## src/riscv_consts.svh

```systemverilog
`ifndef RISCV_CONSTS_SVH
`define RISCV_CONSTS_SVH

// machine word and register file size
`define XLEN     32
`define NUM_REGS 32

// first fetch address after reset
`define RESET_PC 32'h0000_0000

// byte distance between consecutive instructions
`define INSTR_ALIGN 4

`endif

```

## src/rv_isa_pkg.sv

```systemverilog
`include "riscv_consts.svh"

package rv_isa_pkg;

   typedef logic [$clog2(`NUM_REGS)-1:0] reg_idx_t;

   // major opcodes of the supported subset
   typedef enum logic [6:0] {
      OP     = 7'b0110011,
      OP_IMM = 7'b0010011,
      LOAD   = 7'b0000011,
      STORE  = 7'b0100011,
      BRANCH = 7'b1100011,
      JAL    = 7'b1101111,
      JALR   = 7'b1100111,
      LUI    = 7'b0110111,
      AUIPC  = 7'b0010111
   } opcode_e;

   // funct3 of OP and OP-IMM
   localparam logic [2:0] F3_ADD_SUB = 3'b000;
   localparam logic [2:0] F3_SLL     = 3'b001;
   localparam logic [2:0] F3_SLT     = 3'b010;
   localparam logic [2:0] F3_SLTU    = 3'b011;
   localparam logic [2:0] F3_XOR     = 3'b100;
   localparam logic [2:0] F3_SRL_SRA = 3'b101;
   localparam logic [2:0] F3_OR      = 3'b110;

   // funct3 of the conditional branches
   localparam logic [2:0] F3_BEQ  = 3'b000;
   localparam logic [2:0] F3_BNE  = 3'b001;
   localparam logic [2:0] F3_BLT  = 3'b100;
   localparam logic [2:0] F3_BGE  = 3'b101;
   localparam logic [2:0] F3_BLTU = 3'b110;
   localparam logic [2:0] F3_BGEU = 3'b111;

   // selects SUB over ADD and SRA over SRL
   localparam logic [6:0] F7_ALT = 7'b0100000;

   typedef struct packed {
      logic [6:0] funct7;
      reg_idx_t   rs2;
      reg_idx_t   rs1;
      logic [2:0] funct3;
      reg_idx_t   rd;
      logic [6:0] opcode;
   } r_fmt_t;

   typedef struct packed {
      logic [11:0] imm;
      reg_idx_t    rs1;
      logic [2:0]  funct3;
      reg_idx_t    rd;
      logic [6:0]  opcode;
   } i_fmt_t;

   typedef struct packed {
      logic [6:0] imm_hi;
      reg_idx_t   rs2;
      reg_idx_t   rs1;
      logic [2:0] funct3;
      logic [4:0] imm_lo;
      logic [6:0] opcode;
   } s_fmt_t;

   // branch offset is scrambled across the word
   typedef struct packed {
      logic       imm_12;
      logic [5:0] imm_10_5;
      reg_idx_t   rs2;
      reg_idx_t   rs1;
      logic [2:0] funct3;
      logic [3:0] imm_4_1;
      logic       imm_11;
      logic [6:0] opcode;
   } b_fmt_t;

   typedef struct packed {
      logic [19:0] imm_31_12;
      reg_idx_t    rd;
      logic [6:0]  opcode;
   } u_fmt_t;

   typedef struct packed {
      logic       imm_20;
      logic [9:0] imm_10_1;
      logic       imm_11;
      logic [7:0] imm_19_12;
      reg_idx_t   rd;
      logic [6:0] opcode;
   } j_fmt_t;

   // one instruction word, viewed in every base format
   typedef union packed {
      r_fmt_t r;
      i_fmt_t i;
      s_fmt_t s;
      b_fmt_t b;
      u_fmt_t u;
      j_fmt_t j;
   } rv_instr_u;

endpackage

```

## src/rv_pipe_pkg.sv

```systemverilog
package rv_pipe_pkg;

   typedef enum logic [3:0] {
      ADD, SUB, SLL, SLT, SLTU, XOR, SRL, SRA, OR, AND, PASS_B
   } alu_op_e;

   // NONE must stay first, a cleared ctrl word never branches
   typedef enum logic [2:0] {
      NONE, EQ, NE, LT, GE, LTU, GEU, JUMP
   } br_op_e;

   // operand source chosen for the execute stage
   localparam logic [1:0] FWD_NONE = 2'd0;
   localparam logic [1:0] FWD_MEM  = 2'd1;
   localparam logic [1:0] FWD_WB   = 2'd2;

   typedef struct packed {
      logic                 valid;
      alu_op_e              alu_op;
      br_op_e               br_op;
      logic                 use_imm;
      logic                 use_pc;
      logic                 indirect;
      logic                 mem_read;
      logic                 mem_write;
      logic                 reg_write;
      rv_isa_pkg::reg_idx_t rd;
      rv_isa_pkg::reg_idx_t rs1;
      rv_isa_pkg::reg_idx_t rs2;
   } ctrl_t;

endpackage

```

## src/exec_if.sv

```systemverilog
`timescale 1ns/10ps
`include "riscv_consts.svh"

// execute stage inputs, operands already forwarded
interface exec_if;
   import rv_pipe_pkg::*;

   ctrl_t            ctrl;
   logic [`XLEN-1:0] pc;
   logic [`XLEN-1:0] operand_a;
   logic [`XLEN-1:0] operand_b;
   logic [`XLEN-1:0] imm;

   modport core   (output ctrl, pc, operand_a, operand_b, imm);
   modport alu    (input ctrl, pc, operand_a, operand_b, imm);
   modport branch (input ctrl, pc, operand_a, operand_b, imm);

endinterface

```

## src/rv_decoder.sv

```systemverilog
`timescale 1ns/10ps
`include "riscv_consts.svh"

module rv_decoder (
   input  rv_isa_pkg::rv_instr_u instr_i,
   output rv_pipe_pkg::ctrl_t    ctrl_o,
   output logic [`XLEN-1:0]      imm_o
);
   import rv_isa_pkg::*;
   import rv_pipe_pkg::*;

   logic [`XLEN-1:0] i_imm;
   logic [`XLEN-1:0] s_imm;
   logic [`XLEN-1:0] b_imm;
   logic [`XLEN-1:0] u_imm;
   logic [`XLEN-1:0] j_imm;
   logic [2:0]       funct3;
   logic             alt;

   function automatic alu_op_e alu_op_of(input logic [2:0] f3, input logic sub_sra);
      case (f3)
         F3_ADD_SUB: return sub_sra ? SUB : ADD;
         F3_SLL:     return SLL;
         F3_SLT:     return SLT;
         F3_SLTU:    return SLTU;
         F3_XOR:     return XOR;
         F3_SRL_SRA: return sub_sra ? SRA : SRL;
         F3_OR:      return OR;
         default:    return AND;
      endcase
   endfunction

   function automatic br_op_e br_op_of(input logic [2:0] f3);
      case (f3)
         F3_BEQ:  return EQ;
         F3_BNE:  return NE;
         F3_BLT:  return LT;
         F3_BGE:  return GE;
         F3_BLTU: return LTU;
         F3_BGEU: return GEU;
         default: return NONE;
      endcase
   endfunction

   assign funct3 = instr_i.r.funct3;
   assign alt    = instr_i.r.funct7 == F7_ALT;

   // sign-extended immediates, one per format
   assign i_imm = {{(`XLEN-12){instr_i.i.imm[11]}}, instr_i.i.imm};
   assign s_imm = {{(`XLEN-12){instr_i.s.imm_hi[6]}}, instr_i.s.imm_hi, instr_i.s.imm_lo};
   assign b_imm = {{(`XLEN-12){instr_i.b.imm_12}}, instr_i.b.imm_11,
                   instr_i.b.imm_10_5, instr_i.b.imm_4_1, 1'b0};
   assign u_imm = {instr_i.u.imm_31_12, 12'b0};
   assign j_imm = {{(`XLEN-20){instr_i.j.imm_20}}, instr_i.j.imm_19_12,
                   instr_i.j.imm_11, instr_i.j.imm_10_1, 1'b0};

   always_comb begin
      ctrl_o     = '0;
      ctrl_o.rd  = instr_i.r.rd;
      ctrl_o.rs1 = instr_i.r.rs1;
      ctrl_o.rs2 = instr_i.r.rs2;
      imm_o      = i_imm;
      case (instr_i.r.opcode)
         OP: begin
            ctrl_o.valid     = 1'b1;
            ctrl_o.reg_write = 1'b1;
            ctrl_o.alu_op    = alu_op_of(funct3, alt);
         end
         OP_IMM: begin
            ctrl_o.valid     = 1'b1;
            ctrl_o.reg_write = 1'b1;
            ctrl_o.use_imm   = 1'b1;
            // upper imm bits only mean SRAI on a right shift
            ctrl_o.alu_op    = alu_op_of(funct3, alt && funct3 == F3_SRL_SRA);
         end
         LOAD: begin
            ctrl_o.valid     = 1'b1;
            ctrl_o.reg_write = 1'b1;
            ctrl_o.use_imm   = 1'b1;
            ctrl_o.mem_read  = 1'b1;
         end
         STORE: begin
            ctrl_o.valid     = 1'b1;
            ctrl_o.use_imm   = 1'b1;
            ctrl_o.mem_write = 1'b1;
            imm_o            = s_imm;
         end
         BRANCH: begin
            ctrl_o.br_op = br_op_of(funct3);
            ctrl_o.valid = ctrl_o.br_op != NONE;
            imm_o        = b_imm;
         end
         JAL: begin
            ctrl_o.valid     = 1'b1;
            ctrl_o.reg_write = 1'b1;
            ctrl_o.br_op     = JUMP;
            imm_o            = j_imm;
         end
         JALR: begin
            ctrl_o.valid     = 1'b1;
            ctrl_o.reg_write = 1'b1;
            ctrl_o.br_op     = JUMP;
            ctrl_o.indirect  = 1'b1;
         end
         LUI: begin
            ctrl_o.valid     = 1'b1;
            ctrl_o.reg_write = 1'b1;
            ctrl_o.use_imm   = 1'b1;
            ctrl_o.alu_op    = PASS_B;
            imm_o            = u_imm;
         end
         AUIPC: begin
            ctrl_o.valid     = 1'b1;
            ctrl_o.reg_write = 1'b1;
            ctrl_o.use_imm   = 1'b1;
            ctrl_o.use_pc    = 1'b1;
            imm_o            = u_imm;
         end
         default: ;
      endcase
   end

endmodule

```

## src/rv_regfile.sv

```systemverilog
`timescale 1ns/10ps
`include "riscv_consts.svh"

module rv_regfile (
   input  logic                 clk,
   input  logic                 reset,
   input  rv_isa_pkg::reg_idx_t rs1_i,
   input  rv_isa_pkg::reg_idx_t rs2_i,
   input  rv_isa_pkg::reg_idx_t rd_i,
   input  logic                 we_i,
   input  logic [`XLEN-1:0]     wdata_i,
   output logic [`XLEN-1:0]     rdata1_o,
   output logic [`XLEN-1:0]     rdata2_o
);
   import rv_isa_pkg::*;

   logic [`XLEN-1:0] regs [`NUM_REGS];

   // x0 reads zero, a same-cycle write is passed straight through
   function automatic logic [`XLEN-1:0] read_port(input reg_idx_t idx);
      if (idx == '0) begin
         return '0;
      end
      if (we_i && idx == rd_i) begin
         return wdata_i;
      end
      return regs[idx];
   endfunction

   always_ff @(posedge clk) begin
      if (reset) begin
         for (int i = 0; i < `NUM_REGS; i++) begin
            regs[i] <= '0;
         end
      end else if (we_i && rd_i != '0) begin
         regs[rd_i] <= wdata_i;
      end
   end

   always_comb begin
      rdata1_o = read_port(rs1_i);
      rdata2_o = read_port(rs2_i);
   end

endmodule

```

## src/rv_alu.sv

```systemverilog
`timescale 1ns/10ps
`include "riscv_consts.svh"

module rv_alu (
   exec_if.alu              ex,
   output logic [`XLEN-1:0] result_o
);
   import rv_pipe_pkg::*;

   logic [`XLEN-1:0]         op_a;
   logic [`XLEN-1:0]         op_b;
   logic [$clog2(`XLEN)-1:0] shamt;

   // pc only for AUIPC, immediate for OP-IMM, loads, stores and LUI
   assign op_a  = ex.ctrl.use_pc ? ex.pc : ex.operand_a;
   assign op_b  = ex.ctrl.use_imm ? ex.imm : ex.operand_b;
   assign shamt = op_b[$clog2(`XLEN)-1:0];

   always_comb begin
      case (ex.ctrl.alu_op)
         ADD:     result_o = op_a + op_b;
         SUB:     result_o = op_a - op_b;
         SLL:     result_o = op_a << shamt;
         SLT:     result_o = {{(`XLEN-1){1'b0}}, $signed(op_a) < $signed(op_b)};
         SLTU:    result_o = {{(`XLEN-1){1'b0}}, op_a < op_b};
         XOR:     result_o = op_a ^ op_b;
         SRL:     result_o = op_a >> shamt;
         SRA:     result_o = $unsigned($signed(op_a) >>> shamt);
         OR:      result_o = op_a | op_b;
         AND:     result_o = op_a & op_b;
         PASS_B:  result_o = op_b;
         default: result_o = '0;
      endcase
   end

endmodule

```

## src/rv_branch_unit.sv

```systemverilog
`timescale 1ns/10ps
`include "riscv_consts.svh"

module rv_branch_unit (
   exec_if.branch           ex,
   output logic             taken_o,
   output logic [`XLEN-1:0] target_o,
   output logic [`XLEN-1:0] link_o
);
   import rv_pipe_pkg::*;

   logic             eq;
   logic             lt;
   logic             ltu;
   logic             cond;
   logic [`XLEN-1:0] sum;

   assign eq  = ex.operand_a == ex.operand_b;
   assign lt  = $signed(ex.operand_a) < $signed(ex.operand_b);
   assign ltu = ex.operand_a < ex.operand_b;

   always_comb begin
      case (ex.ctrl.br_op)
         EQ:      cond = eq;
         NE:      cond = !eq;
         LT:      cond = lt;
         GE:      cond = !lt;
         LTU:     cond = ltu;
         GEU:     cond = !ltu;
         JUMP:    cond = 1'b1;
         default: cond = 1'b0;
      endcase
   end

   assign taken_o = ex.ctrl.valid && cond;

   // JALR is relative to rs1 and drops bit 0
   assign sum      = (ex.ctrl.indirect ? ex.operand_a : ex.pc) + ex.imm;
   assign target_o = {sum[`XLEN-1:1], sum[0] & !ex.ctrl.indirect};
   assign link_o   = ex.pc + `INSTR_ALIGN;

endmodule

```

## src/rv_hazard.sv

```systemverilog
`timescale 1ns/10ps

module rv_hazard (
   input  rv_isa_pkg::reg_idx_t ex_rs1_i,
   input  rv_isa_pkg::reg_idx_t ex_rs2_i,
   input  rv_isa_pkg::reg_idx_t mem_rd_i,
   input  rv_isa_pkg::reg_idx_t wb_rd_i,
   input  logic                 mem_wr_i,
   input  logic                 wb_wr_i,
   input  logic                 ex_taken_i,
   output logic [1:0]           fwd_a_o,
   output logic [1:0]           fwd_b_o,
   output logic                 flush_o
);
   import rv_isa_pkg::*;
   import rv_pipe_pkg::*;

   // the younger producer in memory wins over writeback
   function automatic logic [1:0] fwd_sel(input reg_idx_t rs, input reg_idx_t mem_rd,
                                          input logic mem_wr, input reg_idx_t wb_rd,
                                          input logic wb_wr);
      if (rs == '0) begin
         return FWD_NONE;
      end
      if (mem_wr && mem_rd == rs) begin
         return FWD_MEM;
      end
      if (wb_wr && wb_rd == rs) begin
         return FWD_WB;
      end
      return FWD_NONE;
   endfunction

   assign fwd_a_o = fwd_sel(ex_rs1_i, mem_rd_i, mem_wr_i, wb_rd_i, wb_wr_i);
   assign fwd_b_o = fwd_sel(ex_rs2_i, mem_rd_i, mem_wr_i, wb_rd_i, wb_wr_i);

   // squash fetch and decode behind a taken transfer
   assign flush_o = ex_taken_i;

endmodule

```

## src/rv_core.sv

```systemverilog
`timescale 1ns/10ps
`include "riscv_consts.svh"

module rv_core (
   input  logic                 clk,
   input  logic                 reset,
   output logic [`XLEN-1:0]     imem_addr_o,
   input  logic [`XLEN-1:0]     imem_data_i,
   output logic [`XLEN-1:0]     dmem_addr_o,
   output logic [`XLEN-1:0]     dmem_wdata_o,
   output logic                 dmem_we_o,
   input  logic [`XLEN-1:0]     dmem_rdata_i,
   output logic                 retire_valid_o,
   output logic [`XLEN-1:0]     retire_pc_o,
   output logic                 retire_we_o,
   output rv_isa_pkg::reg_idx_t retire_rd_o,
   output logic [`XLEN-1:0]     retire_data_o
);
   import rv_isa_pkg::*;
   import rv_pipe_pkg::*;

   typedef struct packed {
      logic             valid;
      logic [`XLEN-1:0] pc;
      rv_instr_u        instr;
   } if_id_t;

   typedef struct packed {
      ctrl_t            ctrl;
      logic [`XLEN-1:0] pc;
      logic [`XLEN-1:0] rs1_data;
      logic [`XLEN-1:0] rs2_data;
      logic [`XLEN-1:0] imm;
   } id_ex_t;

   typedef struct packed {
      ctrl_t            ctrl;
      logic [`XLEN-1:0] pc;
      logic [`XLEN-1:0] result;
      logic [`XLEN-1:0] store_data;
   } ex_mem_t;

   typedef struct packed {
      ctrl_t            ctrl;
      logic [`XLEN-1:0] pc;
      logic [`XLEN-1:0] data;
   } mem_wb_t;

   logic [`XLEN-1:0] pc_q;
   if_id_t           if_id_q;
   id_ex_t           id_ex_q;
   ex_mem_t          ex_mem_q;
   mem_wb_t          mem_wb_q;

   ctrl_t            dec_ctrl;
   ctrl_t            id_ctrl;
   logic [`XLEN-1:0] dec_imm;
   logic [`XLEN-1:0] rf_rdata1;
   logic [`XLEN-1:0] rf_rdata2;

   logic [1:0]       fwd_a;
   logic [1:0]       fwd_b;
   logic             flush;
   logic [`XLEN-1:0] alu_result;
   logic             br_taken;
   logic [`XLEN-1:0] br_target;
   logic [`XLEN-1:0] br_link;
   logic [`XLEN-1:0] ex_result;

   logic [`XLEN-1:0] mem_result;
   logic             mem_wr;
   logic             wb_wr;

   exec_if ex_bus ();

   function automatic logic [`XLEN-1:0] pick(input logic [1:0] sel,
                                             input logic [`XLEN-1:0] from_reg,
                                             input logic [`XLEN-1:0] from_mem,
                                             input logic [`XLEN-1:0] from_wb);
      case (sel)
         FWD_MEM: return from_mem;
         FWD_WB:  return from_wb;
         default: return from_reg;
      endcase
   endfunction

   // decode and register read
   rv_decoder u_decoder (
      .instr_i (if_id_q.instr),
      .ctrl_o  (dec_ctrl),
      .imm_o   (dec_imm)
   );

   rv_regfile u_regfile (
      .clk      (clk),
      .reset    (reset),
      .rs1_i    (dec_ctrl.rs1),
      .rs2_i    (dec_ctrl.rs2),
      .rd_i     (mem_wb_q.ctrl.rd),
      .we_i     (wb_wr),
      .wdata_i  (mem_wb_q.data),
      .rdata1_o (rf_rdata1),
      .rdata2_o (rf_rdata2)
   );

   always_comb begin
      id_ctrl       = dec_ctrl;
      id_ctrl.valid = dec_ctrl.valid && if_id_q.valid;
   end

   // execute, both units see the same forwarded operands
   assign ex_bus.ctrl      = id_ex_q.ctrl;
   assign ex_bus.pc        = id_ex_q.pc;
   assign ex_bus.imm       = id_ex_q.imm;
   assign ex_bus.operand_a = pick(fwd_a, id_ex_q.rs1_data, mem_result, mem_wb_q.data);
   assign ex_bus.operand_b = pick(fwd_b, id_ex_q.rs2_data, mem_result, mem_wb_q.data);

   rv_alu u_alu (
      .ex       (ex_bus.alu),
      .result_o (alu_result)
   );

   rv_branch_unit u_branch (
      .ex       (ex_bus.branch),
      .taken_o  (br_taken),
      .target_o (br_target),
      .link_o   (br_link)
   );

   // jumps write the return address
   assign ex_result = (id_ex_q.ctrl.br_op == JUMP) ? br_link : alu_result;

   rv_hazard u_hazard (
      .ex_rs1_i   (id_ex_q.ctrl.rs1),
      .ex_rs2_i   (id_ex_q.ctrl.rs2),
      .mem_rd_i   (ex_mem_q.ctrl.rd),
      .wb_rd_i    (mem_wb_q.ctrl.rd),
      .mem_wr_i   (mem_wr),
      .wb_wr_i    (wb_wr),
      .ex_taken_i (br_taken),
      .fwd_a_o    (fwd_a),
      .fwd_b_o    (fwd_b),
      .flush_o    (flush)
   );

   // memory stage, load data is usable in the same cycle
   assign mem_result   = ex_mem_q.ctrl.mem_read ? dmem_rdata_i : ex_mem_q.result;
   assign mem_wr       = ex_mem_q.ctrl.valid && ex_mem_q.ctrl.reg_write;
   assign wb_wr        = mem_wb_q.ctrl.valid && mem_wb_q.ctrl.reg_write;

   assign imem_addr_o  = pc_q;
   assign dmem_addr_o  = ex_mem_q.result;
   assign dmem_wdata_o = ex_mem_q.store_data;
   assign dmem_we_o    = ex_mem_q.ctrl.valid && ex_mem_q.ctrl.mem_write;

   always_ff @(posedge clk) begin
      if (reset) begin
         pc_q     <= `RESET_PC;
         if_id_q  <= '0;
         id_ex_q  <= '0;
         ex_mem_q <= '0;
         mem_wb_q <= '0;
      end else begin
         if (flush) begin
            // redirect and drop the two younger instructions
            pc_q    <= br_target;
            if_id_q <= '0;
            id_ex_q <= '0;
         end else begin
            pc_q             <= pc_q + `INSTR_ALIGN;
            if_id_q.valid    <= 1'b1;
            if_id_q.pc       <= pc_q;
            if_id_q.instr    <= imem_data_i;
            id_ex_q.ctrl     <= id_ctrl;
            id_ex_q.pc       <= if_id_q.pc;
            id_ex_q.rs1_data <= rf_rdata1;
            id_ex_q.rs2_data <= rf_rdata2;
            id_ex_q.imm      <= dec_imm;
         end
         ex_mem_q.ctrl       <= id_ex_q.ctrl;
         ex_mem_q.pc         <= id_ex_q.pc;
         ex_mem_q.result     <= ex_result;
         ex_mem_q.store_data <= ex_bus.operand_b;
         mem_wb_q.ctrl       <= ex_mem_q.ctrl;
         mem_wb_q.pc         <= ex_mem_q.pc;
         mem_wb_q.data       <= mem_result;
      end
   end

   // retire straight from the writeback register
   assign retire_valid_o = mem_wb_q.ctrl.valid;
   assign retire_pc_o    = mem_wb_q.pc;
   assign retire_we_o    = wb_wr && mem_wb_q.ctrl.rd != '0;
   assign retire_rd_o    = mem_wb_q.ctrl.rd;
   assign retire_data_o  = mem_wb_q.data;

endmodule

```

## config.mk

```make
export PLATFORM = sky130hd
export DESIGN_NAME = rv_core
export DESIGN_NICKNAME = d
export VERILOG_FILES = /design/src/rv_isa_pkg.sv /design/src/rv_pipe_pkg.sv /design/src/exec_if.sv /design/src/rv_decoder.sv /design/src/rv_regfile.sv /design/src/rv_alu.sv /design/src/rv_branch_unit.sv /design/src/rv_hazard.sv /design/src/rv_core.sv
export VERILOG_INCLUDE_DIRS = /design/src
export SDC_FILE = /design/constraint.sdc
export NUM_CORES = 2
export LEC_CHECK = 0
export BUFFER_PORTS_ARGS = -buffer_cell sky130_fd_sc_hd__buf_2
export CELL_PAD_IN_SITES_DETAIL_PLACEMENT = 0
export CELL_PAD_IN_SITES_GLOBAL_PLACEMENT = 1
export CORE_AREA = 2 2 435 437
export CTS_BUF_LIST = sky130_fd_sc_hd__clkbuf_8
export DETAILED_ROUTE_END_ITERATION = 7
export DIE_AREA = 0 0 437 439
export PLACE_DENSITY = 0.72
export RECOVER_POWER = 25
export SLEW_MARGIN = 15
export SYNTH_ARGS = -nofsm -noshare
export SYNTH_HDL_FRONTEND = slang
export SYNTH_SLANG_ARGS = --single-unit
export TNS_END_PERCENT = 20
```

## constraint.sdc

```tcl
create_clock -name clk -period 11.1 [get_ports clk]
set_input_delay 0.555 -clock clk [delete_from_list [all_inputs] [get_ports clk]]
set_output_delay 0.555 -clock clk [all_outputs]
set_load 0.01 [all_outputs]
```

==> results.txt <==
status: complete, but fails checks
failing checks: capacitance limit, slew limit
Layout area overhead: 9.76%
Final Hold Viols: 0
final setup vio count: 0
Worst setup EP type: register
worst r2r src: ex_mem_q[124]
Synth Area in Compound Gates: 8.02%
Synth Warn #: 0
vias in the first global route: 60602
Post-synth ARST share: 0%
DRC viols: 0
Non-Filler Instances: 9611
Seq/Total Area, Yosys: 47.0%
hpwl dp: 225 mm
Arr. time, crit path: 9480 ps
worst slack, placed: 3170 ps
final setup margin: 2290 ps
DR vias/cell: 6.40
core area: 0.187 mm²
fin crit period: 8810 ps
leading cell type in the layout, fill and taps excluded: edfxtp_1
Num CTS Buffers: 274
worst slew margin relative to its limit: -272%
CP startpoint kind: primary input
Layout Utilization: 49.2%
Placed Area: 0.0869 mm²
largest net degree at the start of global routing: 118
Root Buffer: clkbuf_8
leakage power: 33.8 nW
P per Cell Area: 146 mW/mm²
Die Area: 0.192 mm²
post-synthesis instance total: 6841
worst-path fanout max: 89
post-synthesis simple-gate area fraction: 15.0%
DRT iter0 DRCs: 8154
GP Congestion: 1.03
CTS tree: yes
setup bufs post-CTS: 0
clk slew on worst S/H paths: 60 ps
Hold Crit Class: in2reg
nets@finish: 7166
HP Start: dmem_rdata_i[10]
area of the multi-input gates: 0.0410 mm²
Synth cell types: 108
Setup TNS: 0 ps
r2r endpoint: id_ex_q[54]
Design Area, Final: 0.0920 mm²
GRT Residual Overflow: 0
r2r setup slk: 2860 ps
IO buf count: 233
fillers: 16784
final worst-path cycle share: 79.4%
proportion of layout cells with a drive suffix above 1: 20.6%
CP Data Required Time: 11770 ps
Avg WL per Cell: 35.3 µm
Peak VDD IR: 0.109 mV
max-cap viol count: 40
Std-Cell Rows: 159
first-pass GRT wire length: 470 mm
Die X: 437 µm
synthesized area per cell: 12.2 µm²
Worst Setup EP: u_regfile.regs[2][26]
Final Power: 13.4 mW
placed cell count: 9090
worst-margin pin slew: 5570 ps
most frequent cells in the layout: 1024 x edfxtp_1, 958 x and2_1, 645 x mux4_2, 427 x nor2_1, 416 x dfxtp_1
RSZ-0062 raised after global routing: no
ANT nets after route: 0
largest family of logic cells by synthesized area: multiplexers
f_max: 113 MHz
CTS H-tree depth: 5
post-synth top area share: 36.7%
initial core utilization: 44.8%
Hold Slack: 107 ps
CTS Buffer Depth: 4
I/O pin total: 234
routed vias: 61526
Tot GR Track Use: 34.9%
Cell Area, Synth: 0.0838 mm²
critical path class: in2reg
register area: 0.0394 mm²
post-CTS sizing: 0
top_reg_cell synth: edfxtp_1
Reg2Reg Depth: 18
leading area contributor after synthesis: edfxtp_1
post-synthesis xor/xnor area fraction: 1.35%
1st-pass router iterations: 6
Die Ht: 439 µm
Area contributors post-synth: edfxtp_1 37%, mux4_2 17%, dfxtp_1 10%
Synth Area in Adders: 2.71%
clk_lat worst skew: 1060 ps
max-slew violations: 1468
initial antenna violation count: 25
#FFs+latches synth: 1454
crit path launch: reset
# clock sinks: 1454
post-synthesis mux area share: 21.2%
WL final: 339 mm
Clock Skew: 97.6 ps
Post-synth EDFFs: 1024
cts hold-fix bufs: 49
## report_power, final
group / internal (mW) / switching, mW / leakage, nW / total, mW
clock network: 2.58 / 2.36 / 2.82 / 4.94
registers: 6.00 / 0.182 / 14.1 / 6.18
logic: 0.794 / 1.49 / 16.9 / 2.29
## how the worst min path moves through the flow
stage / end / slack [ps] / cells after the start
floorplan: ex_bus.pc[0] / 410 / 1
global placement: ex_bus.pc[16] / 410 / 1
detailed placement: ex_bus.pc[6] / 410 / 1
CTS: retire_data_o[28] / 30 / 3
global route: retire_data_o[7] / 30 / 3
finish: retire_data_o[10] / 110 / 3
## worst max-delay path, stage by stage
cell and delay [ps]:
dlygate4sd3_1 530, clkbuf_1 3750, clkbuf_1 2560, buf_4 790, or2_2 600, buf_4 540
## sequential cells by signal (all words and copies together), names as in the netlist
signal,cells
if_id_q,65
imem_addr_o,32
ex_bus.ctrl,29
dmem_addr_o,32
retire_rd_o,5
id_ex_q,64
ex_bus.imm,32
retire_data_o,32
ex_mem_q,41
retire_pc_o,32
dmem_wdata_o,32
u_regfile.regs,1024
mem_wb_q,1
retire_valid_o,1
ex_bus.pc,32
## cells in the mapped netlist, types with 72 or more instances
master	number
a21oi_1	216
and2_1	1115
buf_4	136
nor2b_1	107
nor2_1	460
a211oi_1	120
mux2i_1	238
ha_1	177
edfxtp_1	1024
dfxtp_1	430
mux4_2	645
clkbuf_1	465
xnor2_1	72
inv_1	138
nand2_1	237
o21ai_0	114
nand3_1	86
## per-layer routing
layer	vias up	part of all wire [%]	global-route usage, %
li1	25639	-	-
met1	31106	37	43.6
met2	3825	46	54.8
met3	950	9.3	7.40
met4	6	7.8	23.0
met5	-	0.013	0
## cells by family after synthesis
family | Yosys count
simple gates | 2301
flops | 1454
mux | 955
compound gates | 951
buf+inv | 871
fa+ha+maj | 180
xor+xnor | 128
other cells | 1
## area by class of cell
type,instances,share of cell area (%)
Timing Repair Buffer,497,3.27
Tap cell,2495,3.39
Inverter,146,0.599
Clock inverter,164,0.937
Multi-Input combinational cell,4547,44.5
Sequential cell,1454,42.8
Clock buffer,293,4.38
Antenna cell,15,0.0408
(Power assumes the default switching activity.)
